<file path="config.mk">
export PLATFORM = sky130hd
export DESIGN_NAME = ooo_backend
export DESIGN_NICKNAME = d
export VERILOG_FILES = /design/src/logic/core_pkg.sv /design/src/logic/rob_pkg.sv /design/src/logic/dispatch_unit.sv /design/src/logic/exec_unit.sv /design/src/logic/rob.sv /design/src/logic/retire_unit.sv /design/src/logic/ooo_backend.sv
export SDC_FILE = /design/constraint.sdc
export NUM_CORES = 2
export LEC_CHECK = 0
export ABC_AREA = 1
export BUFFER_PORTS_ARGS = -buffer_cell sky130_fd_sc_hd__buf_2
export CAP_MARGIN = 10
export CELL_PAD_IN_SITES_DETAIL_PLACEMENT = 1
export CELL_PAD_IN_SITES_GLOBAL_PLACEMENT = 1
export CORE_MARGIN = 1.5
export CORE_UTILIZATION = 50
export CTS_CLUSTER_SIZE = 25
export DETAILED_ROUTE_END_ITERATION = 8
export PLACE_DENSITY = 0.86
export SYNTH_ARGS = -nofsm -noshare
export SYNTH_HDL_FRONTEND = slang
export SYNTH_SLANG_ARGS = --single-unit
</file>
<file path="constraint.sdc">
create_clock -name clk -period 8.27 [get_ports clk]
set_input_delay 0 -clock clk [delete_from_list [all_inputs] [get_ports clk]]
set_output_delay 0 -clock clk [all_outputs]
set_load 0.02 [all_outputs]
</file>
<file path="src/logic/core_pkg.sv">
package core_pkg;

    // datapath widths
    localparam int data_w = 32;
    localparam int reg_w  = 4;
    localparam int pc_w   = 32;

    // architectural register file size, register 0 reads zero
    localparam int num_regs = 1 << reg_w;

    // multiply pipeline depth in exec
    localparam int mul_stages = 3;

    typedef enum logic [2:0] {
        op_add,
        op_sub,
        op_xor,
        op_mul,
        op_store,
        op_branch
    } opcode_t;

    // decoded instruction with operand values already resolved
    typedef struct packed {
        opcode_t           op;
        logic [reg_w-1:0]  rd;
        logic [data_w-1:0] a;
        logic [data_w-1:0] b;
        logic [pc_w-1:0]   pc;
        logic [pc_w-1:0]   target;
        logic              pred_taken;
    } instr_t;

    // ops that write a destination register at retire
    function automatic logic is_arith(input opcode_t op);
        return (op == op_add) || (op == op_sub) || (op == op_xor) || (op == op_mul);
    endfunction

    // ops that take the long multiply path
    function automatic logic is_mul(input opcode_t op);
        return op == op_mul;
    endfunction

endpackage

</file>
<file path="src/logic/rob_pkg.sv">
package rob_pkg;

    import core_pkg::*;

    localparam int rob_depth = 16;
    localparam int tag_w     = $clog2(rob_depth);
    // one extra bit so a full buffer is distinguishable from empty
    localparam int cnt_w     = tag_w + 1;

    typedef logic [tag_w-1:0] rob_tag_t;

    // dispatch to exec
    typedef struct packed {
        instr_t   instr;
        rob_tag_t tag;
    } issue_t;

    // exec to rob, one per completion port
    typedef struct packed {
        rob_tag_t          tag;
        logic [data_w-1:0] result;
        logic              actual_taken;
        logic [pc_w-1:0]   next_pc;
    } complete_t;

    // dispatch to rob at allocation
    typedef struct packed {
        rob_tag_t         tag;
        opcode_t          op;
        logic [reg_w-1:0] rd;
        logic             pred_taken;
    } alloc_t;

    // one buffer slot, also what the head presents to retire
    typedef struct packed {
        opcode_t           op;
        logic [reg_w-1:0]  rd;
        logic [data_w-1:0] result;
        logic              pred_taken;
        logic              actual_taken;
        logic [pc_w-1:0]   next_pc;
        logic              done;
    } rob_entry_t;

endpackage

</file>
<file path="src/logic/dispatch_unit.sv">
`timescale 1ns/1ps

module dispatch_unit
    import core_pkg::*;
    import rob_pkg::*;
(
    input  logic     clk,
    input  logic     reset,
    input  logic     in_valid,
    input  instr_t   in_instr,
    input  logic     full,
    input  logic     flush,
    output logic     alloc_en,
    output alloc_t   alloc,
    output logic     issue_en,
    output issue_t   issue
);

    // next tag to hand out, follows the rob tail
    rob_tag_t tail;
    logic     accept;

    // strobes that arrive while full are dropped, the source holds them
    assign accept   = in_valid && !full;
    assign alloc_en = accept;

    always_comb begin
        alloc.tag        = tail;
        alloc.op         = in_instr.op;
        alloc.rd         = in_instr.rd;
        alloc.pred_taken = in_instr.pred_taken;
    end

    always_ff @(posedge clk) begin
        if (reset) begin
            tail     <= '0;
            issue_en <= 1'b0;
        end else if (flush) begin
            // rob restarts at slot 0 after a clear
            tail     <= '0;
            issue_en <= 1'b0;
        end else begin
            issue_en <= accept;
            if (accept) begin
                tail <= tail + 1'b1;
            end
        end
    end

    // issue packet, registered on the same edge as allocation
    always_ff @(posedge clk) begin
        if (accept) begin
            issue.instr <= in_instr;
            issue.tag   <= tail;
        end
    end

endmodule

</file>
<file path="src/logic/exec_unit.sv">
`timescale 1ns/1ps

module exec_unit
    import core_pkg::*;
    import rob_pkg::*;
(
    input  logic      clk,
    input  logic      reset,
    input  logic      flush,
    input  logic      issue_en,
    input  issue_t    issue,
    output logic      alu_done_en,
    output complete_t alu_done,
    output logic      mul_done_en,
    output complete_t mul_done
);

    typedef struct packed {
        rob_tag_t          tag;
        logic [data_w-1:0] a;
        logic [data_w-1:0] b;
    } mul_ops_t;

    complete_t         alu_res;
    logic              alu_go;
    logic              mul_go;
    logic              taken;
    logic [pc_w-1:0]   seq_pc;

    // multiply pipe, one valid bit per stage
    logic [mul_stages-1:0] mul_valid;
    mul_ops_t              mul_s1;
    complete_t             mul_s2;

    assign alu_go = issue_en && !is_mul(issue.instr.op);
    assign mul_go = issue_en && is_mul(issue.instr.op);

    // branch resolves as taken when the operands compare equal
    assign taken  = (issue.instr.op == op_branch) && (issue.instr.a == issue.instr.b);
    assign seq_pc = issue.instr.pc + pc_w'(4);

    always_comb begin
        alu_res.tag          = issue.tag;
        alu_res.actual_taken = taken;
        alu_res.next_pc      = taken ? issue.instr.target : seq_pc;
        case (issue.instr.op)
            op_add:   alu_res.result = issue.instr.a + issue.instr.b;
            op_sub:   alu_res.result = issue.instr.a - issue.instr.b;
            op_xor:   alu_res.result = issue.instr.a ^ issue.instr.b;
            // store carries its data in a
            op_store: alu_res.result = issue.instr.a;
            default:  alu_res.result = '0;
        endcase
    end

    // valids, killed by flush
    always_ff @(posedge clk) begin
        if (reset || flush) begin
            alu_done_en <= 1'b0;
            mul_valid   <= '0;
        end else begin
            alu_done_en <= alu_go;
            mul_valid   <= {mul_valid[mul_stages-2:0], mul_go};
        end
    end

    assign mul_done_en = mul_valid[mul_stages-1];

    // payload stages
    always_ff @(posedge clk) begin
        if (alu_go) begin
            alu_done <= alu_res;
        end
        if (mul_go) begin
            mul_s1.tag <= issue.tag;
            mul_s1.a   <= issue.instr.a;
            mul_s1.b   <= issue.instr.b;
        end
        if (mul_valid[0]) begin
            mul_s2.tag          <= mul_s1.tag;
            mul_s2.result       <= mul_s1.a * mul_s1.b;
            mul_s2.actual_taken <= 1'b0;
            mul_s2.next_pc      <= '0;
        end
        if (mul_valid[1]) begin
            mul_done <= mul_s2;
        end
    end

    // tags are unique while in flight, so the two ports never collide
    a_ports_distinct: assert property (
        @(posedge clk) disable iff (reset)
        (alu_done_en && mul_done_en) |-> (alu_done.tag != mul_done.tag)
    );

endmodule

</file>
<file path="src/logic/rob.sv">
`timescale 1ns/1ps

module rob
    import core_pkg::*;
    import rob_pkg::*;
(
    input  logic       clk,
    input  logic       reset,
    input  logic       flush,
    input  logic       alloc_en,
    input  alloc_t     alloc,
    input  logic       alu_done_en,
    input  complete_t  alu_done,
    input  logic       mul_done_en,
    input  complete_t  mul_done,
    input  logic       head_release,
    output logic       full,
    output logic       head_valid,
    output rob_entry_t head
);

    rob_entry_t entries [rob_depth];

    rob_tag_t           head_ptr;
    logic [cnt_w-1:0]   count;
    logic [cnt_w-1:0]   count_next;

    // slot is live if it sits within count of the head
    function automatic logic occupied(input rob_tag_t tag, input rob_tag_t hp,
                                      input logic [cnt_w-1:0] cnt);
        rob_tag_t offset;
        offset = tag - hp;
        return {1'b0, offset} < cnt;
    endfunction

    assign head_valid = (count != '0);
    assign head       = entries[head_ptr];

    // held high during a flush so nothing is allocated into a buffer about to clear
    assign full = (count == cnt_w'(rob_depth)) || flush;

    always_comb begin
        count_next = count;
        if (alloc_en) begin
            count_next = count_next + 1'b1;
        end
        if (head_release) begin
            count_next = count_next - 1'b1;
        end
    end

    always_ff @(posedge clk) begin
        if (reset || flush) begin
            head_ptr <= '0;
            count    <= '0;
        end else begin
            count <= count_next;
            if (head_release) begin
                head_ptr <= head_ptr + 1'b1;
            end
        end
    end

    // entry storage
    always_ff @(posedge clk) begin
        if (alloc_en) begin
            entries[alloc.tag].op           <= alloc.op;
            entries[alloc.tag].rd           <= alloc.rd;
            entries[alloc.tag].result       <= '0;
            entries[alloc.tag].pred_taken   <= alloc.pred_taken;
            entries[alloc.tag].actual_taken <= 1'b0;
            entries[alloc.tag].next_pc      <= '0;
            entries[alloc.tag].done         <= 1'b0;
        end
        if (alu_done_en) begin
            entries[alu_done.tag].result       <= alu_done.result;
            entries[alu_done.tag].actual_taken <= alu_done.actual_taken;
            entries[alu_done.tag].next_pc      <= alu_done.next_pc;
            entries[alu_done.tag].done         <= 1'b1;
        end
        if (mul_done_en) begin
            entries[mul_done.tag].result       <= mul_done.result;
            entries[mul_done.tag].actual_taken <= mul_done.actual_taken;
            entries[mul_done.tag].next_pc      <= mul_done.next_pc;
            entries[mul_done.tag].done         <= 1'b1;
        end
    end

    // dispatch holds off while the buffer is full or clearing
    a_no_alloc_when_full: assert property (
        @(posedge clk) disable iff (reset)
        alloc_en |-> !full
    );

    a_alu_done_live: assert property (
        @(posedge clk) disable iff (reset)
        alu_done_en |-> occupied(alu_done.tag, head_ptr, count)
    );

    a_mul_done_live: assert property (
        @(posedge clk) disable iff (reset)
        mul_done_en |-> occupied(mul_done.tag, head_ptr, count)
    );

    a_release_ready: assert property (
        @(posedge clk) disable iff (reset)
        head_release |-> (head_valid && head.done)
    );

    // dispatch's tail counter must track head plus occupancy
    a_alloc_at_tail: assert property (
        @(posedge clk) disable iff (reset)
        alloc_en |-> (alloc.tag == rob_tag_t'(head_ptr + count[tag_w-1:0]))
    );

endmodule

</file>
<file path="src/logic/retire_unit.sv">
`timescale 1ns/1ps

module retire_unit
    import core_pkg::*;
    import rob_pkg::*;
(
    input  logic              clk,
    input  logic              reset,
    input  logic              head_valid,
    input  rob_entry_t        head,
    output logic              head_release,
    output logic              flush,
    output logic [pc_w-1:0]   redirect_pc,
    output logic              retire_en,
    output logic [reg_w-1:0]  retire_rd,
    output logic [data_w-1:0] retire_data,
    output logic              store_en,
    output logic [data_w-1:0] store_data,
    input  logic [reg_w-1:0]  rf_raddr,
    output logic [data_w-1:0] rf_rdata
);

    logic [data_w-1:0] regs [num_regs];
    logic              mispredict;

    // nothing behind a mispredicted branch may retire while flush is out
    assign head_release = head_valid && head.done && !flush;
    assign mispredict   = (head.op == op_branch) && (head.actual_taken != head.pred_taken);

    always_ff @(posedge clk) begin
        if (reset) begin
            retire_en <= 1'b0;
            store_en  <= 1'b0;
            flush     <= 1'b0;
        end else begin
            retire_en <= head_release && is_arith(head.op);
            store_en  <= head_release && (head.op == op_store);
            flush     <= head_release && mispredict;
        end
    end

    always_ff @(posedge clk) begin
        if (head_release) begin
            retire_rd   <= head.rd;
            retire_data <= head.result;
            store_data  <= head.result;
            redirect_pc <= head.next_pc;
        end
    end

    // architectural register file, cleared at reset, r0 never written
    always_ff @(posedge clk) begin
        if (reset) begin
            for (int i = 0; i < num_regs; i++) begin
                regs[i] <= '0;
            end
        end else if (head_release && is_arith(head.op) && (head.rd != '0)) begin
            regs[head.rd] <= head.result;
        end
    end

    assign rf_rdata = (rf_raddr == '0) ? '0 : regs[rf_raddr];

endmodule

</file>
<file path="src/logic/ooo_backend.sv">
`timescale 1ns/1ps

module ooo_backend
    import core_pkg::*;
    import rob_pkg::*;
(
    input  logic              clk,
    input  logic              reset,
    input  logic              in_valid,
    input  instr_t            in_instr,
    output logic              full,
    output logic              retire_en,
    output logic [reg_w-1:0]  retire_rd,
    output logic [data_w-1:0] retire_data,
    output logic              store_en,
    output logic [data_w-1:0] store_data,
    output logic              flush,
    output logic [pc_w-1:0]   redirect_pc,
    input  logic [reg_w-1:0]  rf_raddr,
    output logic [data_w-1:0] rf_rdata
);

    logic       alloc_en;
    alloc_t     alloc;
    logic       issue_en;
    issue_t     issue;
    logic       alu_done_en;
    complete_t  alu_done;
    logic       mul_done_en;
    complete_t  mul_done;
    logic       head_valid;
    rob_entry_t head;
    logic       head_release;

    dispatch_unit u_dispatch (
        .clk      (clk),
        .reset    (reset),
        .in_valid (in_valid),
        .in_instr (in_instr),
        .full     (full),
        .flush    (flush),
        .alloc_en (alloc_en),
        .alloc    (alloc),
        .issue_en (issue_en),
        .issue    (issue)
    );

    exec_unit u_exec (
        .clk         (clk),
        .reset       (reset),
        .flush       (flush),
        .issue_en    (issue_en),
        .issue       (issue),
        .alu_done_en (alu_done_en),
        .alu_done    (alu_done),
        .mul_done_en (mul_done_en),
        .mul_done    (mul_done)
    );

    rob u_rob (
        .clk          (clk),
        .reset        (reset),
        .flush        (flush),
        .alloc_en     (alloc_en),
        .alloc        (alloc),
        .alu_done_en  (alu_done_en),
        .alu_done     (alu_done),
        .mul_done_en  (mul_done_en),
        .mul_done     (mul_done),
        .head_release (head_release),
        .full         (full),
        .head_valid   (head_valid),
        .head         (head)
    );

    retire_unit u_retire (
        .clk          (clk),
        .reset        (reset),
        .head_valid   (head_valid),
        .head         (head),
        .head_release (head_release),
        .flush        (flush),
        .redirect_pc  (redirect_pc),
        .retire_en    (retire_en),
        .retire_rd    (retire_rd),
        .retire_data  (retire_data),
        .store_en     (store_en),
        .store_data   (store_data),
        .rf_raddr     (rf_raddr),
        .rf_rdata     (rf_rdata)
    );

endmodule

</file>
==> impl_metrics.yaml <==
setup_path:
  path_depth: 24
  cpMostUsedCell: "fa_1"
  startpoint: "u_exec.mul_s1[39]$_DFFE_PP_"
  cp_slowest_stage_delay_ns: 1.24
  worstPathArrival_ns: 8.43
  required_ns: 8.89
  crit_family: "adder cells"
  start_kind: "flop"
  ff2ff_path_depth: 24
  rr_endpoint: "u_exec.mul_s2[64]$_DFFE_PP_"
  path_class: "reg -> reg"
  crit_path_end: "u_exec.mul_s2[64]$_DFFE_PP_"
  rrSetupSlack_ns: 0.46
  rr_startpoint: "u_exec.mul_s1[39]$_DFFE_PP_"
  crit_buf_inv: 7
  path_cells: "nand2_1 -> fa_1 -> inv_1 -> fa_1 -> inv_1 -> fa_1 -> fa_1 -> inv_1 -> fa_1 -> fa_1 -> fa_1 -> inv_1 -> fa_1 -> inv_1 -> ha_1 -> nand2_1 -> nor4_1 -> nand2_1 -> o211ai_1 -> a21oi_1 -> inv_1 -> nand3_1 -> nand2_1 -> inv_1"
  cp_slowest_cell: "edfxtp_1"
  worst_setup_path_end_kind: "flop"
  worstPathMaxFanout: 26
floorplanning:
  core_area_um2: 216700
  fp.dieArea_um2: 220600
  die_h_um: 469.6
  start_util_pct: 50.23
  die_x_um: 469.6
  pin_count: 279
  row_count: 171
synthesis:
  yosysTopAreaCell: "edfxtp_1"
  synthArstFlopShare_pct: 0
  synth_common_cells: "edfxtp_1 (1564), nor2_1 (1441), inv_1 (1396)"
  synthFlopType: "edfxtp_1"
  synth_area_um2: 108900
  yosysTopAreaCellShare_pct: 43.14
  synthTopCellsByArea: "edfxtp_1 (43%), dfxtp_1 (10%), fa_1 (7.5%)"
  synth_cells: 11260
  yosys.cell_count.top_type: "edfxtp_1"
  syn_area_per_cell_um2: 9.671
  synth.distinct_cells: 47
  synth_seq_cells: 2133
  ys_seq_area_share_pct: 53.60
  synth_edf_count: 1564
  ys_warn_count: 0
flow_run:
  cap_violations: 0
sta:
  hold_violations: 0
  fmax_mhz: 128.1
  max_slew_margin_pct: 9.948
  tightest_slew_ns: 1.351
  final.setup.worst_slack_ns: 0.4621
  rsz0062_at_grt: "false"
  finalMaxSlewViolations: 0
  finalSetupViolations: 0
  clock_skew_ns: 0.03547
  tns_ns: 0
  post-route-period-util_pct: 94.41
  fin_crit_ns: 7.808
power_and_ir_drop:
  seq_power_share_pct: 44.9
  power_mw: 28.67
  ir_drop_uv: 235.5
  pwr-share-clk_pct: 33.9
  switchingPower_mw: 8.867
  leakage_nw: 50.58
  combPwrFrac_pct: 21.3
  p_int_mw: 19.81
  p_per_area_nw_per_um2: 236.0
  switching_share_pct: 30.92
global_routing:
  grt_pass1_wl_mm: 640.2
  antenna_found_initial: 22
  grt_pass1_vias: 100300
  grt_max_degree: 151
  grt-ovfl-total: 0
  grt_usage_pct: 38.57
routing:
  antenna_left: 0
  drtIter0Drc: 13440
  vias_per_cell: 6.645
  wl_per_cell_um: 30.49
  routed_wl_mm: 437.6
  post-route-drc-count: 0
  firstDrtPassIters: 8
  num_vias: 95360
final_layout:
  drive_above_1_share_pct: 7.328
  fin_util_pct: 56.05
  stdcell_count: 14350
  nets: 12060
  areaGrowthSynthToFinish_pct: 11.59
placement:
  dp_hpwl_mm: 254.5
  io_buffers: 278
  dpl.cell_count: 13680
  dp_slack_ns: 0.6754
  routabilityCongestion: 0.9461
clock_tree:
  cts-root-buf: "clkbuf_16"
  cts_tree: "yes"
  clock_path_buffers: 3
  worstSkewPairLatency_ns: 0.88
  cts_resized: 0
  cts_buffers: 212
  h-tree-depth: 4
  numClockSinks: 2133
  path_clk_slew_ns: 0.07
worst_hold_path:
  holdPathStages: 2
  min_path_type: "in -> reg"
run_status:
  status: "complete, no violations"
==> power groups by stage <==
| stage | Combinational [mW] | Clock [mW] | Sequential [mW] |
|---|---|---|---|
| global route | 6.62 | 10.0 | 12.9 |
| CTS | 5.91 | 9.63 | 12.8 |
| global placement | 5.41 | 0 | 13.0 |
| floorplan | 3.89 | 0 | 12.9 |
| detailed placement | 5.74 | 0 | 13.1 |
| finish | 6.09 | 9.71 | 12.9 |
==> metal layers <==
layer	GRT usage (%)	wire, µm	up-vias
li1	-	-	38720
met1	47.54	153200	47030
met2	60.40	196500	7430
met3	10.21	55460	2166
met4	24.17	32320	16
met5	0	138	-
==> stage by stage <==
step	cell area, µm²	hold slack [ns]
after floorplan	109000	0.07238
after global placement	112100	0.1763
after detailed placement	112100	0.1784
after CTS	121400	0.06614
after global routing	121500	0.09474
final	121500	0.1139
==> state kept, by name, summed over array words and instances (netlist names), 3 cells and up, named ones only <==
name	flops
u_rob.count	5
u_rob.head_ptr	4
u_exec.mul_valid	3
u_rob.entries	1184
u_exec.alu_done	69
u_exec.mul_s2	36
u_retire.redirect_pc	32
u_retire.retire_rd	4
u_retire.store_data	32
u_dispatch.issue	135
u_exec.mul_done	36
u_exec.mul_s1	68
u_dispatch.tail	4
u_retire.regs	512
==> worst min path at each step <==
stage / slack [ns] / to / start
after floorplan: 0.07 / u_dispatch.issue_en$_SDFF_PP0_ / reset
after global placement: 0.18 / u_dispatch.issue[87]$_DFFE_PP_ / in_instr[83]
after detailed placement: 0.18 / u_dispatch.issue[92]$_DFFE_PP_ / in_instr[88]
after global routing: 0.09 / u_rob.entries[8][34]$_DFFE_PP_ / in_instr[0]
after CTS: 0.07 / u_rob.entries[8][34]$_DFFE_PP_ / in_instr[0]
final: 0.11 / u_rob.entries[3][68]$_DFFE_PP_ / in_instr[130]
==> cell usage in the layout, fill, tap and decap left out, types with 34 or more instances in the layout <==
cell type,instances
buf_4,191
clkinv_1,40
buf_2,276
a21oi_1,263
ha_1,194
mux2i_1,51
o211ai_1,71
nor2_1,1428
o221ai_1,218
nand2_1,1161
nand4_1,34
xor2_1,50
inv_1,1390
clkbuf_1,70
clkbuf_16,218
dfxtp_1,563
o32ai_1,81
a31oi_1,45
edfxtp_1,1564
dlygate4sd3_1,266
o22ai_1,805
fa_1,410
nand3_1,490
o21ai_0,1280
==> timing repair <==
action                                  4_1_cts  5_1_grt
hold buffers                                266        0
hold endpoints to repair                    293        0
setup buffers                                 0        0
endpoints found under the setup margin        0        0
==> area by class of cell <==
class	count	area, µm²
antenna	8	20.02
clock inverter	89	822.0
inverter	1411	5324
timing repair buffer	738	5549
clock buffer	303	5907
sequential	2133	58370
fill	23710	95250
tap	2854	3571
multi-input combinational	6816	41920
==> kinds of logic after synthesis <==
logic type | count (synthesis) | synth area share, %
AO/OA/AOI/OAI | 2839 | 15.38
XOR/XNOR | 66 | 0.5309
adder cells (fa/ha/maj) | 604 | 9.768
buffers and inverters | 2340 | 8.296
flip-flops | 2133 | 53.60
multiplexers | 51 | 0.4689
other | 1 | 0.003444
AND/OR/NAND/NOR | 3224 | 11.95
(Power assumes the default switching activity.)
